File: config.mk
export PLATFORM = sky130hd
export DESIGN_NAME = router_mmu
export DESIGN_NICKNAME = d
export VERILOG_FILES = /design/src/source/mmu_pkg.sv /design/src/source/mmu_fsm.sv /design/src/source/ram_port.sv /design/src/source/router_mmu.sv /design/src/source/wait_timer.sv
export SDC_FILE = /design/constraint.sdc
export NUM_CORES = 1
export LEC_CHECK = 0
export BUFFER_PORTS_ARGS = -buffer_cell sky130_fd_sc_hd__buf_4
export CAP_MARGIN = 40
export CORE_ASPECT_RATIO = 0.75
export CORE_UTILIZATION = 30
export DETAILED_ROUTE_END_ITERATION = 12
export HOLD_SLACK_MARGIN = 0.06
export PLACE_DENSITY = 0.61
export SETUP_SLACK_MARGIN = 0.3
export SYNTH_ARGS = -nofsm -noshare
export SYNTH_HDL_FRONTEND = slang
export SYNTH_SLANG_ARGS = --single-unit
File: constraint.sdc
create_clock -name clk -period 6.6 [get_ports clk]
set_clock_uncertainty 0.05 [all_clocks]
set_input_delay 0.33 -clock clk [delete_from_list [all_inputs] [get_ports clk]]
set_output_delay 0.33 -clock clk [all_outputs]
set_load 0.02 [all_outputs]
File: src/source/mmu_pkg.sv
// memory router package: sequencer states, routing paths and ram_port commands
`default_nettype none

package mmu_pkg;

    // sequencer states, driven out as mmu_state
    typedef enum logic [3:0] {
        IDLE                 = 4'd0,
        CLEAR_START          = 4'd1,
        CLEAR_WRITE          = 4'd2,
        CLEAR_WE_HIGH        = 4'd3,
        CLEAR_NEXT           = 4'd4,
        ROUTE                = 4'd5,
        RF_WRITE_WAIT_STROBE = 4'd6,
        RF_WRITE_STROBE      = 4'd7,
        RF_WRITE_END         = 4'd8,
        RF_READ              = 4'd9,
        EX_READ_ACCESS       = 4'd10,
        EX_READ_DONE         = 4'd11
    } mmu_state_t;

    // routing request, any code not listed here deselects the sram
    typedef enum logic [3:0] {
        PATH_RF_WRITES_RAM = 4'd0,
        PATH_RF_READS_RAM  = 4'd1,
        PATH_EX_READS_RAM  = 4'd5,
        PATH_NULL          = 4'd15
    } path_t;

    // what ram_port does with its address register
    typedef enum logic [2:0] {
        ADDR_HOLD,
        ADDR_LOAD_RF,
        ADDR_LOAD_EX,
        ADDR_INCREMENT,
        ADDR_SET_ONES   // next increment wraps to address zero
    } addr_op_t;

    // write data register commands
    localparam logic [1:0] WDATA_HOLD = 2'd0;
    localparam logic [1:0] WDATA_ZERO = 2'd1;
    localparam logic [1:0] WDATA_RF   = 2'd2;
    localparam logic [1:0] WDATA_ONES = 2'd3;

    // sram control pins as {cs_n, we_n, oe_n}
    localparam logic [2:0] CTRL_OFF    = 3'b111;
    localparam logic [2:0] CTRL_SELECT = 3'b011;  // selected, no access
    localparam logic [2:0] CTRL_READ   = 3'b010;
    localparam logic [2:0] CTRL_WRITE  = 3'b001;

endpackage

`default_nettype wire

File: src/source/mmu_fsm.sv
// mmu sequencer: sram clear, path routing, rf write bursts, rf and ex reads, test abort
`timescale 1ns/1ns
`default_nettype none

module mmu_fsm
    import mmu_pkg::*;
(
    input  wire         clk,
    input  wire         reset_n,

    input  path_t       path,
    input  wire         request_clear_mem,         // aborts whatever runs
    input  wire         data_from_rf_write_strobe,
    input  wire         data_request,              // ex holds until data_ready

    input  wire         addr_at_last,
    input  wire         done,

    output mmu_state_t  mmu_state,
    output logic        mem_clear,
    output logic        test_abort,
    output logic        data_ready,

    // ram_port and timer commands
    output addr_op_t    addr_op,
    output logic [1:0]  wdata_op,
    output logic [2:0]  ctrl_op,
    output logic        capture_rf,
    output logic        capture_ex,
    output logic        start
);

    mmu_state_t state_next;

    logic [1:0] strobe_q;        // [0] sampled strobe, [1] previous sample
    logic       strobe_edge;
    logic       wait_busy;       // timer started and done not yet seen
    logic       incr_started;    // later burst words increment the address
    logic       abort_en;        // a test has run since the last upload

    // one-cycle events from the decode below
    logic ev_clear_start;
    logic ev_clear_done;
    logic ev_written;
    logic ev_burst_end;
    logic ev_ex_path;
    logic ev_abort;

    assign strobe_edge = strobe_q[0] & ~strobe_q[1];

    always_comb
    begin
        state_next     = mmu_state;
        addr_op        = ADDR_HOLD;
        wdata_op       = WDATA_HOLD;
        ctrl_op        = CTRL_OFF;
        capture_rf     = 1'b0;
        capture_ex     = 1'b0;
        start          = 1'b0;
        ev_clear_start = 1'b0;
        ev_clear_done  = 1'b0;
        ev_written     = 1'b0;
        ev_burst_end   = 1'b0;
        ev_ex_path     = 1'b0;
        ev_abort       = 1'b0;

        if (request_clear_mem)
        begin
            state_next     = CLEAR_START;  // wins in every state
            ev_clear_start = 1'b1;
        end
        else
        begin
            case (mmu_state)
                IDLE:
                    state_next = mem_clear ? ROUTE : CLEAR_START;  // clear once after reset
                CLEAR_START:
                begin
                    addr_op  = ADDR_SET_ONES;
                    wdata_op = WDATA_ZERO;
                    if (!wait_busy)                  // let an aborted wait run out
                        state_next = CLEAR_NEXT;
                end
                CLEAR_NEXT:
                begin
                    addr_op    = ADDR_INCREMENT;     // address settles before we falls
                    ctrl_op    = CTRL_SELECT;
                    state_next = CLEAR_WRITE;
                end
                CLEAR_WRITE:
                begin
                    ctrl_op = CTRL_WRITE;
                    if (!wait_busy)
                        start = 1'b1;                // first cycle of the strobe
                    else if (done)
                    begin
                        ctrl_op    = CTRL_SELECT;    // rising we latches the zero
                        state_next = CLEAR_WE_HIGH;
                    end
                end
                CLEAR_WE_HIGH:
                begin
                    ctrl_op = CTRL_SELECT;
                    if (addr_at_last)
                    begin
                        addr_op       = ADDR_SET_ONES;
                        wdata_op      = WDATA_ONES;
                        ctrl_op       = CTRL_OFF;
                        ev_clear_done = 1'b1;
                        state_next    = IDLE;
                    end
                    else
                        state_next = CLEAR_NEXT;
                end
                ROUTE:
                begin
                    case (path)
                        PATH_RF_WRITES_RAM:
                        begin
                            ctrl_op    = CTRL_SELECT;
                            ev_abort   = abort_en;   // upload after a test, once only
                            state_next = RF_WRITE_WAIT_STROBE;
                        end
                        PATH_RF_READS_RAM:
                        begin
                            addr_op    = ADDR_LOAD_RF;
                            ctrl_op    = CTRL_READ;
                            state_next = RF_READ;
                        end
                        PATH_EX_READS_RAM:
                        begin
                            ev_ex_path = 1'b1;       // test running, arm the abort
                            if (data_request)
                            begin
                                addr_op    = ADDR_LOAD_EX;
                                ctrl_op    = CTRL_READ;
                                start      = 1'b1;
                                state_next = EX_READ_ACCESS;
                            end
                        end
                        default: ;                   // null path, sram deselected
                    endcase
                end
                RF_WRITE_WAIT_STROBE:
                begin
                    ctrl_op = CTRL_SELECT;
                    if (path != PATH_RF_WRITES_RAM)
                    begin
                        ctrl_op      = CTRL_OFF;     // burst over, next one starts at rf address
                        ev_burst_end = 1'b1;
                        state_next   = ROUTE;
                    end
                    else if (strobe_edge)
                    begin
                        addr_op    = incr_started ? ADDR_INCREMENT : ADDR_LOAD_RF;
                        wdata_op   = WDATA_RF;
                        ctrl_op    = CTRL_WRITE;
                        start      = 1'b1;
                        state_next = RF_WRITE_STROBE;
                    end
                end
                RF_WRITE_STROBE:
                begin
                    ctrl_op = CTRL_WRITE;            // stretched by the timer
                    if (done)
                    begin
                        ctrl_op    = CTRL_SELECT;
                        state_next = RF_WRITE_END;
                    end
                end
                RF_WRITE_END:
                begin
                    ctrl_op    = CTRL_SELECT;
                    ev_written = 1'b1;
                    state_next = ROUTE;
                end
                RF_READ:
                begin
                    ctrl_op    = CTRL_READ;
                    capture_rf = 1'b1;
                    state_next = ROUTE;
                end
                EX_READ_ACCESS:
                begin
                    ctrl_op = CTRL_READ;
                    if (done)
                    begin
                        capture_ex = 1'b1;           // data_ready follows next cycle
                        state_next = EX_READ_DONE;
                    end
                end
                EX_READ_DONE:
                    state_next = ROUTE;
                default:
                    state_next = IDLE;
            endcase
        end
    end

    always_ff @(posedge clk or negedge reset_n)
    begin
        if (!reset_n)
        begin
            mmu_state    <= IDLE;
            mem_clear    <= 1'b0;
            test_abort   <= 1'b0;
            data_ready   <= 1'b0;
            strobe_q     <= 2'b11;  // no false edge when rf strobe idles high
            wait_busy    <= 1'b0;
            incr_started <= 1'b0;
            abort_en     <= 1'b0;
        end
        else
        begin
            mmu_state  <= state_next;
            data_ready <= capture_ex;
            test_abort <= ev_abort;
            strobe_q   <= {strobe_q[0], data_from_rf_write_strobe};
            wait_busy  <= start | (wait_busy & ~done);

            if (ev_clear_start || ev_written)
                mem_clear <= 1'b0;  // memory no longer known clear
            else if (ev_clear_done)
                mem_clear <= 1'b1;

            if (ev_written)
                incr_started <= 1'b1;
            else if (ev_burst_end || ev_clear_start)
                incr_started <= 1'b0;

            if (ev_abort)
                abort_en <= 1'b0;
            else if (ev_ex_path)
                abort_en <= 1'b1;
        end
    end

    // ex sees exactly one ready cycle per request
    a_ready_pulse: assert property (@(posedge clk) disable iff (!reset_n)
        data_ready |=> !data_ready);

endmodule

`default_nettype wire

File: src/source/ram_port.sv
// sram port: address and write data registers, control pins, read capture for rf and ex
`timescale 1ns/1ns
`default_nettype none

module ram_port
    import mmu_pkg::*;
#(
    parameter int ADDR_WIDTH = 6,
    parameter int DATA_WIDTH = 8
) (
    input  wire                   clk,
    input  wire                   reset_n,

    // commands from the sequencer
    input  addr_op_t              addr_op,
    input  wire  [1:0]            wdata_op,
    input  wire  [2:0]            ctrl_op,     // {cs_n, we_n, oe_n}
    input  wire                   capture_rf,
    input  wire                   capture_ex,
    output logic                  addr_at_last,

    // rf and ex side
    input  wire  [ADDR_WIDTH-1:0] addr_from_rf,
    input  wire  [ADDR_WIDTH-1:0] addr_from_ex,
    input  wire  [DATA_WIDTH-1:0] data_from_rf,
    output logic [ADDR_WIDTH-1:0] addr_to_rf,
    output logic [DATA_WIDTH-1:0] data_to_rf,
    output logic [ADDR_WIDTH-1:0] addr_to_ex,
    output logic [DATA_WIDTH-1:0] data_to_ex,

    // sram pins
    output logic [ADDR_WIDTH-1:0] ram_addr,
    output logic [DATA_WIDTH-1:0] ram_wdata,
    input  wire  [DATA_WIDTH-1:0] ram_rdata,
    output logic                  ram_cs_n,
    output logic                  ram_we_n,
    output logic                  ram_oe_n
);

    assign addr_at_last = &ram_addr;  // highest address, end of the clear loop

    // address register
    always_ff @(posedge clk or negedge reset_n)
    begin
        if (!reset_n)
            ram_addr <= '1;
        else
        begin
            case (addr_op)
                ADDR_LOAD_RF:   ram_addr <= addr_from_rf;   // rf read or first burst word
                ADDR_LOAD_EX:   ram_addr <= addr_from_ex;
                ADDR_INCREMENT: ram_addr <= ram_addr + 1'b1; // wraps, clear and burst
                ADDR_SET_ONES:  ram_addr <= '1;
                default:        ram_addr <= ram_addr;
            endcase
        end
    end

    // write data register
    always_ff @(posedge clk or negedge reset_n)
    begin
        if (!reset_n)
            ram_wdata <= '1;
        else
        begin
            case (wdata_op)
                WDATA_ZERO: ram_wdata <= '0;
                WDATA_RF:   ram_wdata <= data_from_rf;  // rf holds it stable around the strobe
                WDATA_ONES: ram_wdata <= '1;
                default:    ram_wdata <= ram_wdata;
            endcase
        end
    end

    // control pins change together, all inactive out of reset
    always_ff @(posedge clk or negedge reset_n)
    begin
        if (!reset_n)
            {ram_cs_n, ram_we_n, ram_oe_n} <= CTRL_OFF;
        else
            {ram_cs_n, ram_we_n, ram_oe_n} <= ctrl_op;
    end

    // read capture and test start address
    always_ff @(posedge clk or negedge reset_n)
    begin
        if (!reset_n)
        begin
            addr_to_rf <= '1;
            data_to_rf <= '1;
            addr_to_ex <= '1;
            data_to_ex <= '1;
        end
        else
        begin
            addr_to_ex <= addr_from_rf;  // ex takes this as start address when a test runs
            if (capture_rf)
            begin
                addr_to_rf <= ram_addr;  // the address the data really came from
                data_to_rf <= ram_rdata;
            end
            if (capture_ex)
                data_to_ex <= ram_rdata; // stays until the next ex read
        end
    end

    // a write never overlaps a read or a deselected sram
    a_we_safe: assert property (@(posedge clk) disable iff (!reset_n)
        !ram_we_n |-> (!ram_cs_n && ram_oe_n));

endmodule

`default_nettype wire

File: src/source/router_mmu.sv
// memory router top: sequencer, wait timer and sram port between rf, ex and one sram
`timescale 1ns/1ns
`default_nettype none

module router_mmu
    import mmu_pkg::*;
#(
    parameter int ADDR_WIDTH  = 6,  // small so the clear stays short
    parameter int DATA_WIDTH  = 8,
    parameter int WAIT_STATES = 2
) (
    input  wire                   clk,
    input  wire                   reset_n,

    input  path_t                 path,
    input  wire                   request_clear_mem,
    output mmu_state_t            mmu_state,
    output logic                  mem_clear,
    output logic                  test_abort,

    // rf side
    input  wire  [ADDR_WIDTH-1:0] addr_from_rf,
    input  wire  [DATA_WIDTH-1:0] data_from_rf,
    input  wire                   data_from_rf_write_strobe,
    output logic [ADDR_WIDTH-1:0] addr_to_rf,
    output logic [DATA_WIDTH-1:0] data_to_rf,

    // ex side
    input  wire  [ADDR_WIDTH-1:0] addr_from_ex,
    input  wire                   data_request,
    output logic                  data_ready,
    output logic [ADDR_WIDTH-1:0] addr_to_ex,
    output logic [DATA_WIDTH-1:0] data_to_ex,

    // sram
    output logic [ADDR_WIDTH-1:0] ram_addr,
    output logic [DATA_WIDTH-1:0] ram_wdata,
    input  wire  [DATA_WIDTH-1:0] ram_rdata,
    output logic                  ram_cs_n,
    output logic                  ram_we_n,
    output logic                  ram_oe_n
);

    addr_op_t   addr_op;
    logic [1:0] wdata_op;
    logic [2:0] ctrl_op;
    logic       capture_rf;
    logic       capture_ex;
    logic       start;
    logic       done;
    logic       addr_at_last;

    mmu_fsm i_mmu_fsm (
        .clk, .reset_n, .path, .request_clear_mem, .data_from_rf_write_strobe,
        .data_request, .addr_at_last, .done, .mmu_state, .mem_clear, .test_abort,
        .data_ready, .addr_op, .wdata_op, .ctrl_op, .capture_rf, .capture_ex, .start
    );

    wait_timer #(.WAIT_STATES(WAIT_STATES)) i_wait_timer (
        .clk, .reset_n, .start, .done
    );

    ram_port #(.ADDR_WIDTH(ADDR_WIDTH), .DATA_WIDTH(DATA_WIDTH)) i_ram_port (
        .clk, .reset_n, .addr_op, .wdata_op, .ctrl_op, .capture_rf, .capture_ex,
        .addr_at_last, .addr_from_rf, .addr_from_ex, .data_from_rf,
        .addr_to_rf, .data_to_rf, .addr_to_ex, .data_to_ex,
        .ram_addr, .ram_wdata, .ram_rdata, .ram_cs_n, .ram_we_n, .ram_oe_n
    );

endmodule

`default_nettype wire

File: src/source/wait_timer.sv
// wait timer: down-counter that stretches the sram write strobe and read access
`timescale 1ns/1ns
`default_nettype none

module wait_timer #(
    parameter int WAIT_STATES = 2
) (
    input  wire  clk,
    input  wire  reset_n,
    input  wire  start,    // one-cycle pulse, loads WAIT_STATES
    output logic done      // high in the cycle the count hits zero
);

    // one spare bit so a zero wait still gets a legal width
    localparam int CW = $clog2(WAIT_STATES + 2);

    logic [CW-1:0] count;

    always_ff @(posedge clk or negedge reset_n)
    begin
        if (!reset_n)
        begin
            count <= '0;
            done  <= 1'b0;
        end
        else
        begin
            // done lands WAIT_STATES+1 cycles after start
            done <= start ? (WAIT_STATES == 0) : (count == CW'(1));
            if (start)
                count <= CW'(WAIT_STATES);
            else if (count != '0)
                count <= count - CW'(1);  // idle at zero until next start
        end
    end

    // sequencer must let a wait run out before starting another
    a_no_restart: assert property (@(posedge clk) disable iff (!reset_n)
        start |-> (count == '0));

endmodule

`default_nettype wire

# --- Word-level counts from Yosys, hierarchy flattened ---
# Cells that the tools add are included.
word_totals:
  in_bits: 37
  elab_cells: 145
  output_inout_bits: 52
  ff_bits: 60
classes:
  muxes: 73
  n_eq_ne: 29
  reduce_logical: 17
  n_addsub: 2
  bitwise: 5
op_table:
  columns: ["operator", "count"]
  rows:
  - ["$pmux 4 s10", 1]
  - ["$mux 4", 9]
  - ["$mux 1", 33]
  - ["$mux 3", 11]
  - ["$pmux 6 s4", 1]
  - ["$pmux 8 s3", 1]
  - ["$pmux 3 s7", 1]
  - ["$eq 4x3->1 const B", 5]
  - ["$mux 2", 10]
  - ["$eq 4x4->1 const B", 4]
  - ["$pmux 3 s5", 1]
  - ["$ne 3x2->1 const B", 4]
  - ["$pmux 4 s3", 1]
  - ["$reduce_bool 2->1", 5]
  - ["$pmux 3 s3", 1]
  - ["$eq 4x1->1 const B", 2]
  - ["$eq 4x2->1 const B", 2]
  - ["$logic_not 4->1", 2]
  - ["$reduce_and 8->1", 1]
  - ["$reduce_bool 4->1", 2]
  - ["$add 6x1->6 const B", 1]
  - ["$eq 3x2->1 const B", 2]
  - ["$pmux 2 s3", 1]
  - ["$pmux 3 s2", 1]
  - ["other kinds (18)", 24]

# --- Depth between registers and ports, before layout ---
depth:
  depth_word: 8
  ltp_mapped: 8
  mapped_depth_nobuf: 7

# --- Modules after synthesis ---
# A second synthesis with hierarchy kept.
unflattened:
  hier_cells: 294
  area_unflattened_um2: 3149.3
by_module_without_submodules:
  columns: ["module", "seq_area_each_um2", "area_each_um2", "instances", "cells_each"]
  rows:
  - ["ram_port", 1182.4, 1946.9, 1, 160]
  - ["mmu_fsm", 302.8, 1063.5, 1, 122]
  - ["wait_timer", 75.1, 138.9, 1, 12]

# --- Worst setup path before layout ---
# No wires, ideal clock.
synth_path:
  path_type: "register to register"
  startpoint: "register i_mmu_fsm.mmu_state[3]"
  endpoint: "register i_ram_port.ram_addr[2]"
  setup_time_ps: 83
  path_buffers: 2
  path_stages_with_launch: 9
  arrival_ps: 2117
  required_ps: 6467
  period_less_slack_ps: 2251
  slack_ps: 4349
  path_cell_list: "dfrtp_1 clkbuf_1 or2_2 a2111oi_0 o22ai_1 clkbuf_1 nor3_1 nor2_1 o32a_1"
synth_between:
  elab_chain_len: 5
  elab_cells_between_ends: 13
  classes_between: "eq/ne: 9; mux: 3; reduce/logical: 1"
synth_rtl:
  columns: ["item", "line", "text"]
  rows:
  - ["start: declaration", "mmu_fsm.sv:19", "output mmu_state_t mmu_state,"]
  - ["start signal: assignment", "mmu_fsm.sv:215", "mmu_state <= state_next;"]
  - ["$eq 4x3->1, or another cell as far along", "mmu_fsm.sv:74", "case (mmu_state)"]
  - ["$pmux 3 s5 *", "mmu_fsm.sv:74", null]
  - ["$mux 3 *", "mmu_fsm.sv:67", "if (request_clear_mem)"]
  - ["$eq 3x3->1, or another cell as far along", "ram_port.sv:49", "case (addr_op)"]
  - ["$pmux 6 s4 / $reduce_bool 4->1 (equally long branches)", null, null]
  - ["end signal: assignment", "ram_port.sv:50", "ADDR_LOAD_RF: ram_addr <= addr_from_rf;"]
  - ["end signal: assignment", "ram_port.sv:51", "ADDR_LOAD_EX: ram_addr <= addr_from_ex;"]
  - ["end signal: assignment", "ram_port.sv:52", "ADDR_INCREMENT: ram_addr <= ram_addr + 1'b1;"]
  - ["end: declaration", "ram_port.sv:32", "output logic [ADDR_WIDTH-1:0] ram_addr,"]
# Mark *: on every way between the ends. The rest lies on a longest branch, timed or not.
# A chain may end at the register's enable or synchronous reset.

# --- Worst setup path after layout ---
layout_path:
  startpoint: "register i_mmu_fsm.mmu_state[2]"
  endpoint: "register i_ram_port.ram_addr[1]"
# Same word-level chain as after synthesis.

==> results.py <==
metrics = {
    "run_status": {
        "status": "completed",
    },
    "layout": {
        "final_area_um2": 4200,
        "instances_no_fill": 520,
        "fillers": 965,
        "area_delta_synth_final_pct": 37.7,
        "final_nets": 423,
        "antenna_cells": 0,
        "drive_gt1_share_pct": 49.5,
    },
    "drt": {
        "dr.pass1.iters": 4,
        "postRouteAntennaNets": 0,
        "drt_first_iter_violations": 78,
        "wl_mm": 7.88,
        "drc_errors": 0,
        "wl_per_cell_um": 15.1,
        "vias_per_cell": 4.95,
        "num_vias": 2574,
    },
    "timing": {
        "final.setup.tns_ns": 0,
        "relSlewSlack_pct": 40.3,
        "slew_viol_final": 0,
        "finalSetupViolCount": 0,
        "max_freq_mhz": 377,
        "grt_setup_unrepaired": "false",
        "fin_crit_ns": 2.65,
        "worst_pin_slew_ns": 0.887,
        "hold-worst-slack_ns": 0.190,
        "hold_violations": 0,
        "min_period_over_period_pct": 40.2,
    },
    "power": {
        "vdd.ir_drop.worst_uv": 171,
        "p_per_area_nw_per_um2": 456,
        "p_leak_nw": 1.80,
    },
    "grt": {
        "grt_util_met3_pct": 6.51,
        "grt.total_usage_pct": 15.7,
        "grt_util_met1_pct": 21.4,
        "busiest_layer": "met2",
        "grt_overflow": 0,
        "grt_first_pass_wirelength_mm": 12.8,
        "first_global_vias": 2459,
        "grt_start_max_net_pins": 61,
        "antenna_found_initial": 0,
        "grt_use_met2_pct": 22.6,
    },
    "yosys": {
        "synth_edf_count": 0,
        "synth_area_leaders": "dfstp_2 (41%), dfrtp_1 (11%), mux2_2 (8.9%)",
        "syn_inst": 290,
        "yosysTopAreaCell": "dfstp_2",
        "ys_ff_latch": 60,
        "synthArstFlopShare_pct": 100,
        "synth_nets": 330,
        "ys_types": 54,
        "ys_seq_area_share_pct": 51.2,
        "synth_top_area_share_pct": 40.5,
        "syn_area_per_cell_um2": 10.5,
        "ys.flop_type": "dfstp_2",
        "netlist_area_um2": 3050,
        "synth_warnings": 0,
    },
    "die": {
        "initial_utilization_pct": 31.2,
        "core_um2": 9770,
        "die_w_um": 118,
        "die_h_um": 89.3,
        "die_area_um2": 10600,
        "std_cell_rows": 31,
        "io-pin-count": 89,
    },
    "cts": {
        "cts_tree": "built",
        "clk_pin_slew_ns": 0.05,
        "cts.repair.resized": 0,
        "cts-root-buf": "clkbuf_16",
        "cts_max_level": 3,
        "clk_latency_ns": 0.33,
        "ctsLongestPathBuffers": 2,
        "cts.sinks": 60,
        "tritoncts.num_buffers": 9,
    },
    "placement": {
        "portBuffers": 88,
        "place_area_um2": 3810,
        "routabilityCongestion": 0.924,
        "dp_hpwl_mm": 5.59,
        "dp_cells": 495,
    },
    "critical_path": {
        "startpoint_type": "register",
        "cp-end-kind": "register",
        "required_ns": 6.78,
        "timing_worst_setup_path_type": "register to register",
        "path_max_fanout": 25,
        "cp.arrival_ns": 2.83,
    },
    "hold_path": {
        "worstHoldPathType": "input pin to register",
    },
    "run": {
        "drv_cap": 0,
    },
}
-- final cells by class --
type                       count  area [um2]  share of cell area, %
clock inverter                 6        63.8                   1.52
sequential                    60        1560                   37.2
multi-input combinational    210        1400                   33.4
inverter                       5        18.8                  0.447
clock buffer                  10         239                   5.69
timing repair buffer          97         748                   17.8
tap                          132         165                   3.94
-- timing repair --
item / 4_1_cts / 5_1_grt
setup buffers: 0 / 0
hold endpoints to repair: 14 / 6
hold buffers: 2 / 6
endpoints found under the setup margin: 0 / 0
-- cell families after synthesis --
logic type                 after synthesis  share of synthesized area, %
buffers and inverters                   20                          2.83
DFF                                     60                          51.2
xor gates and xnor gates                 2                         0.575
AOI/OAI and AO/OA                       77                          15.9
adders and majority gates                3                          1.23
muxes                                   25                          9.20
and+or+nand+nor                        103                          19.0
-- final timing paths --
kind | slack, ns | end | startpoint | cells after the start
max | 3.95 | i_ram_port.ram_addr[1] | i_mmu_fsm.mmu_state[2] | 6
min | 0.19 | i_ram_port.data_to_rf[3] | ram_rdata[3] | 2
max reg2reg | 3.95 | i_ram_port.ram_addr[1] | i_mmu_fsm.mmu_state[2] | 6
min reg2reg | 0.32 | i_mmu_fsm.strobe_q[1] | i_mmu_fsm.strobe_q[0] | 0
max in group asynchronous | 5.44 | i_wait_timer.count[1] | reset_n | 2
min in group asynchronous | 0.55 | i_mmu_fsm.abort_en | reset_n | 2
-- per-layer routing --
metal | up-vias | wire length, um
li1 | 1232 | -
met1 | 1218 | 3640
met2 | 113 | 3450
met3 | 11 | 700
met4 | 0 | 85
met5 | - | 0
-- cells in the mapped netlist, drive strengths merged (7+ instances only) --
library cell  count
nand2            11
dfrtp            13
nor2b             7
mux2             24
a21oi            24
o21ai            24
nand2b            9
dfstp            47
nor2             29
nor3              8
clkbuf            9
-- report_power, final --
| group | switching [mW] | internal [mW] | leakage (nW) |
|---|---|---|---|
| clock network | 0.163 | 0.301 | 0.144 |
| registers | 0.141 | 0.538 | 0.660 |
| logic | 0.419 | 0.351 | 0.995 |
| total | 0.723 | 1.19 | 1.80 |
-- flip-flops by register name, indices dropped and copies added, names as in the netlist --
register	flops
i_ram_port.data_to_ex	8
i_ram_port.data_to_rf	8
i_ram_port.ram_wdata	8
i_ram_port.addr_to_ex	6
i_ram_port.addr_to_rf	6
i_ram_port.ram_addr	6
i_mmu_fsm.mmu_state	4
i_mmu_fsm.strobe_q	2
i_wait_timer.count	2
i_mmu_fsm.abort_en	1
i_mmu_fsm.data_ready	1
i_mmu_fsm.incr_started	1
i_mmu_fsm.mem_clear	1
i_mmu_fsm.test_abort	1
i_mmu_fsm.wait_busy	1
i_ram_port.ram_cs_n	1
i_ram_port.ram_oe_n	1
i_ram_port.ram_we_n	1
i_wait_timer.done	1
-- metrics by stage --
| stage | util (%) | total power, mW | worst slack [ns] |
|---|---|---|---|
| finish | 42.9 | 1.91 | 3.95 |
| global route | 42.9 | 2.05 | 3.75 |
| CTS | 42.2 | 1.92 | 3.86 |
| detailed placement | 38.9 | 1.44 | 3.87 |
| global placement | 38.9 | 1.43 | 3.95 |
| floorplan | - | 1.17 | 4.35 |
-- critical path: stages (launching register included) --
cell and delay (ns):
dfrtp_1 0.83, or3b_2 0.53, o21ai_0 0.22, nand2_1 0.31
mux2_2 0.36, o21ai_0 0.15, o21ai_0 0.10
-- layout by cell type (no fill, tap or decap), drive strengths merged, types with 2 or more instances in the layout --
cell         count
a211o            2
a211oi           6
a21oi           24
a311oi           2
a31oi            3
and2             4
and3             6
buf             89
clkbuf          10
clkinv           3
clkinvlp         2
dfrtp           13
dfstp           47
dlygate4sd3      8
ha               3
inv              5
mux2            24
nand2           11
nand2b           9
nand3            3
nor2            29
nor2b            7
nor3             8
nor3b            2
nor4             2
o21ai           24
o22ai            3
o31ai            3
or2              4
or2b             2
or3              3
or3b             3
or4              2
or4bb            2
xnor2            2
No activity file was read; power rests on OpenSTA's default activity.
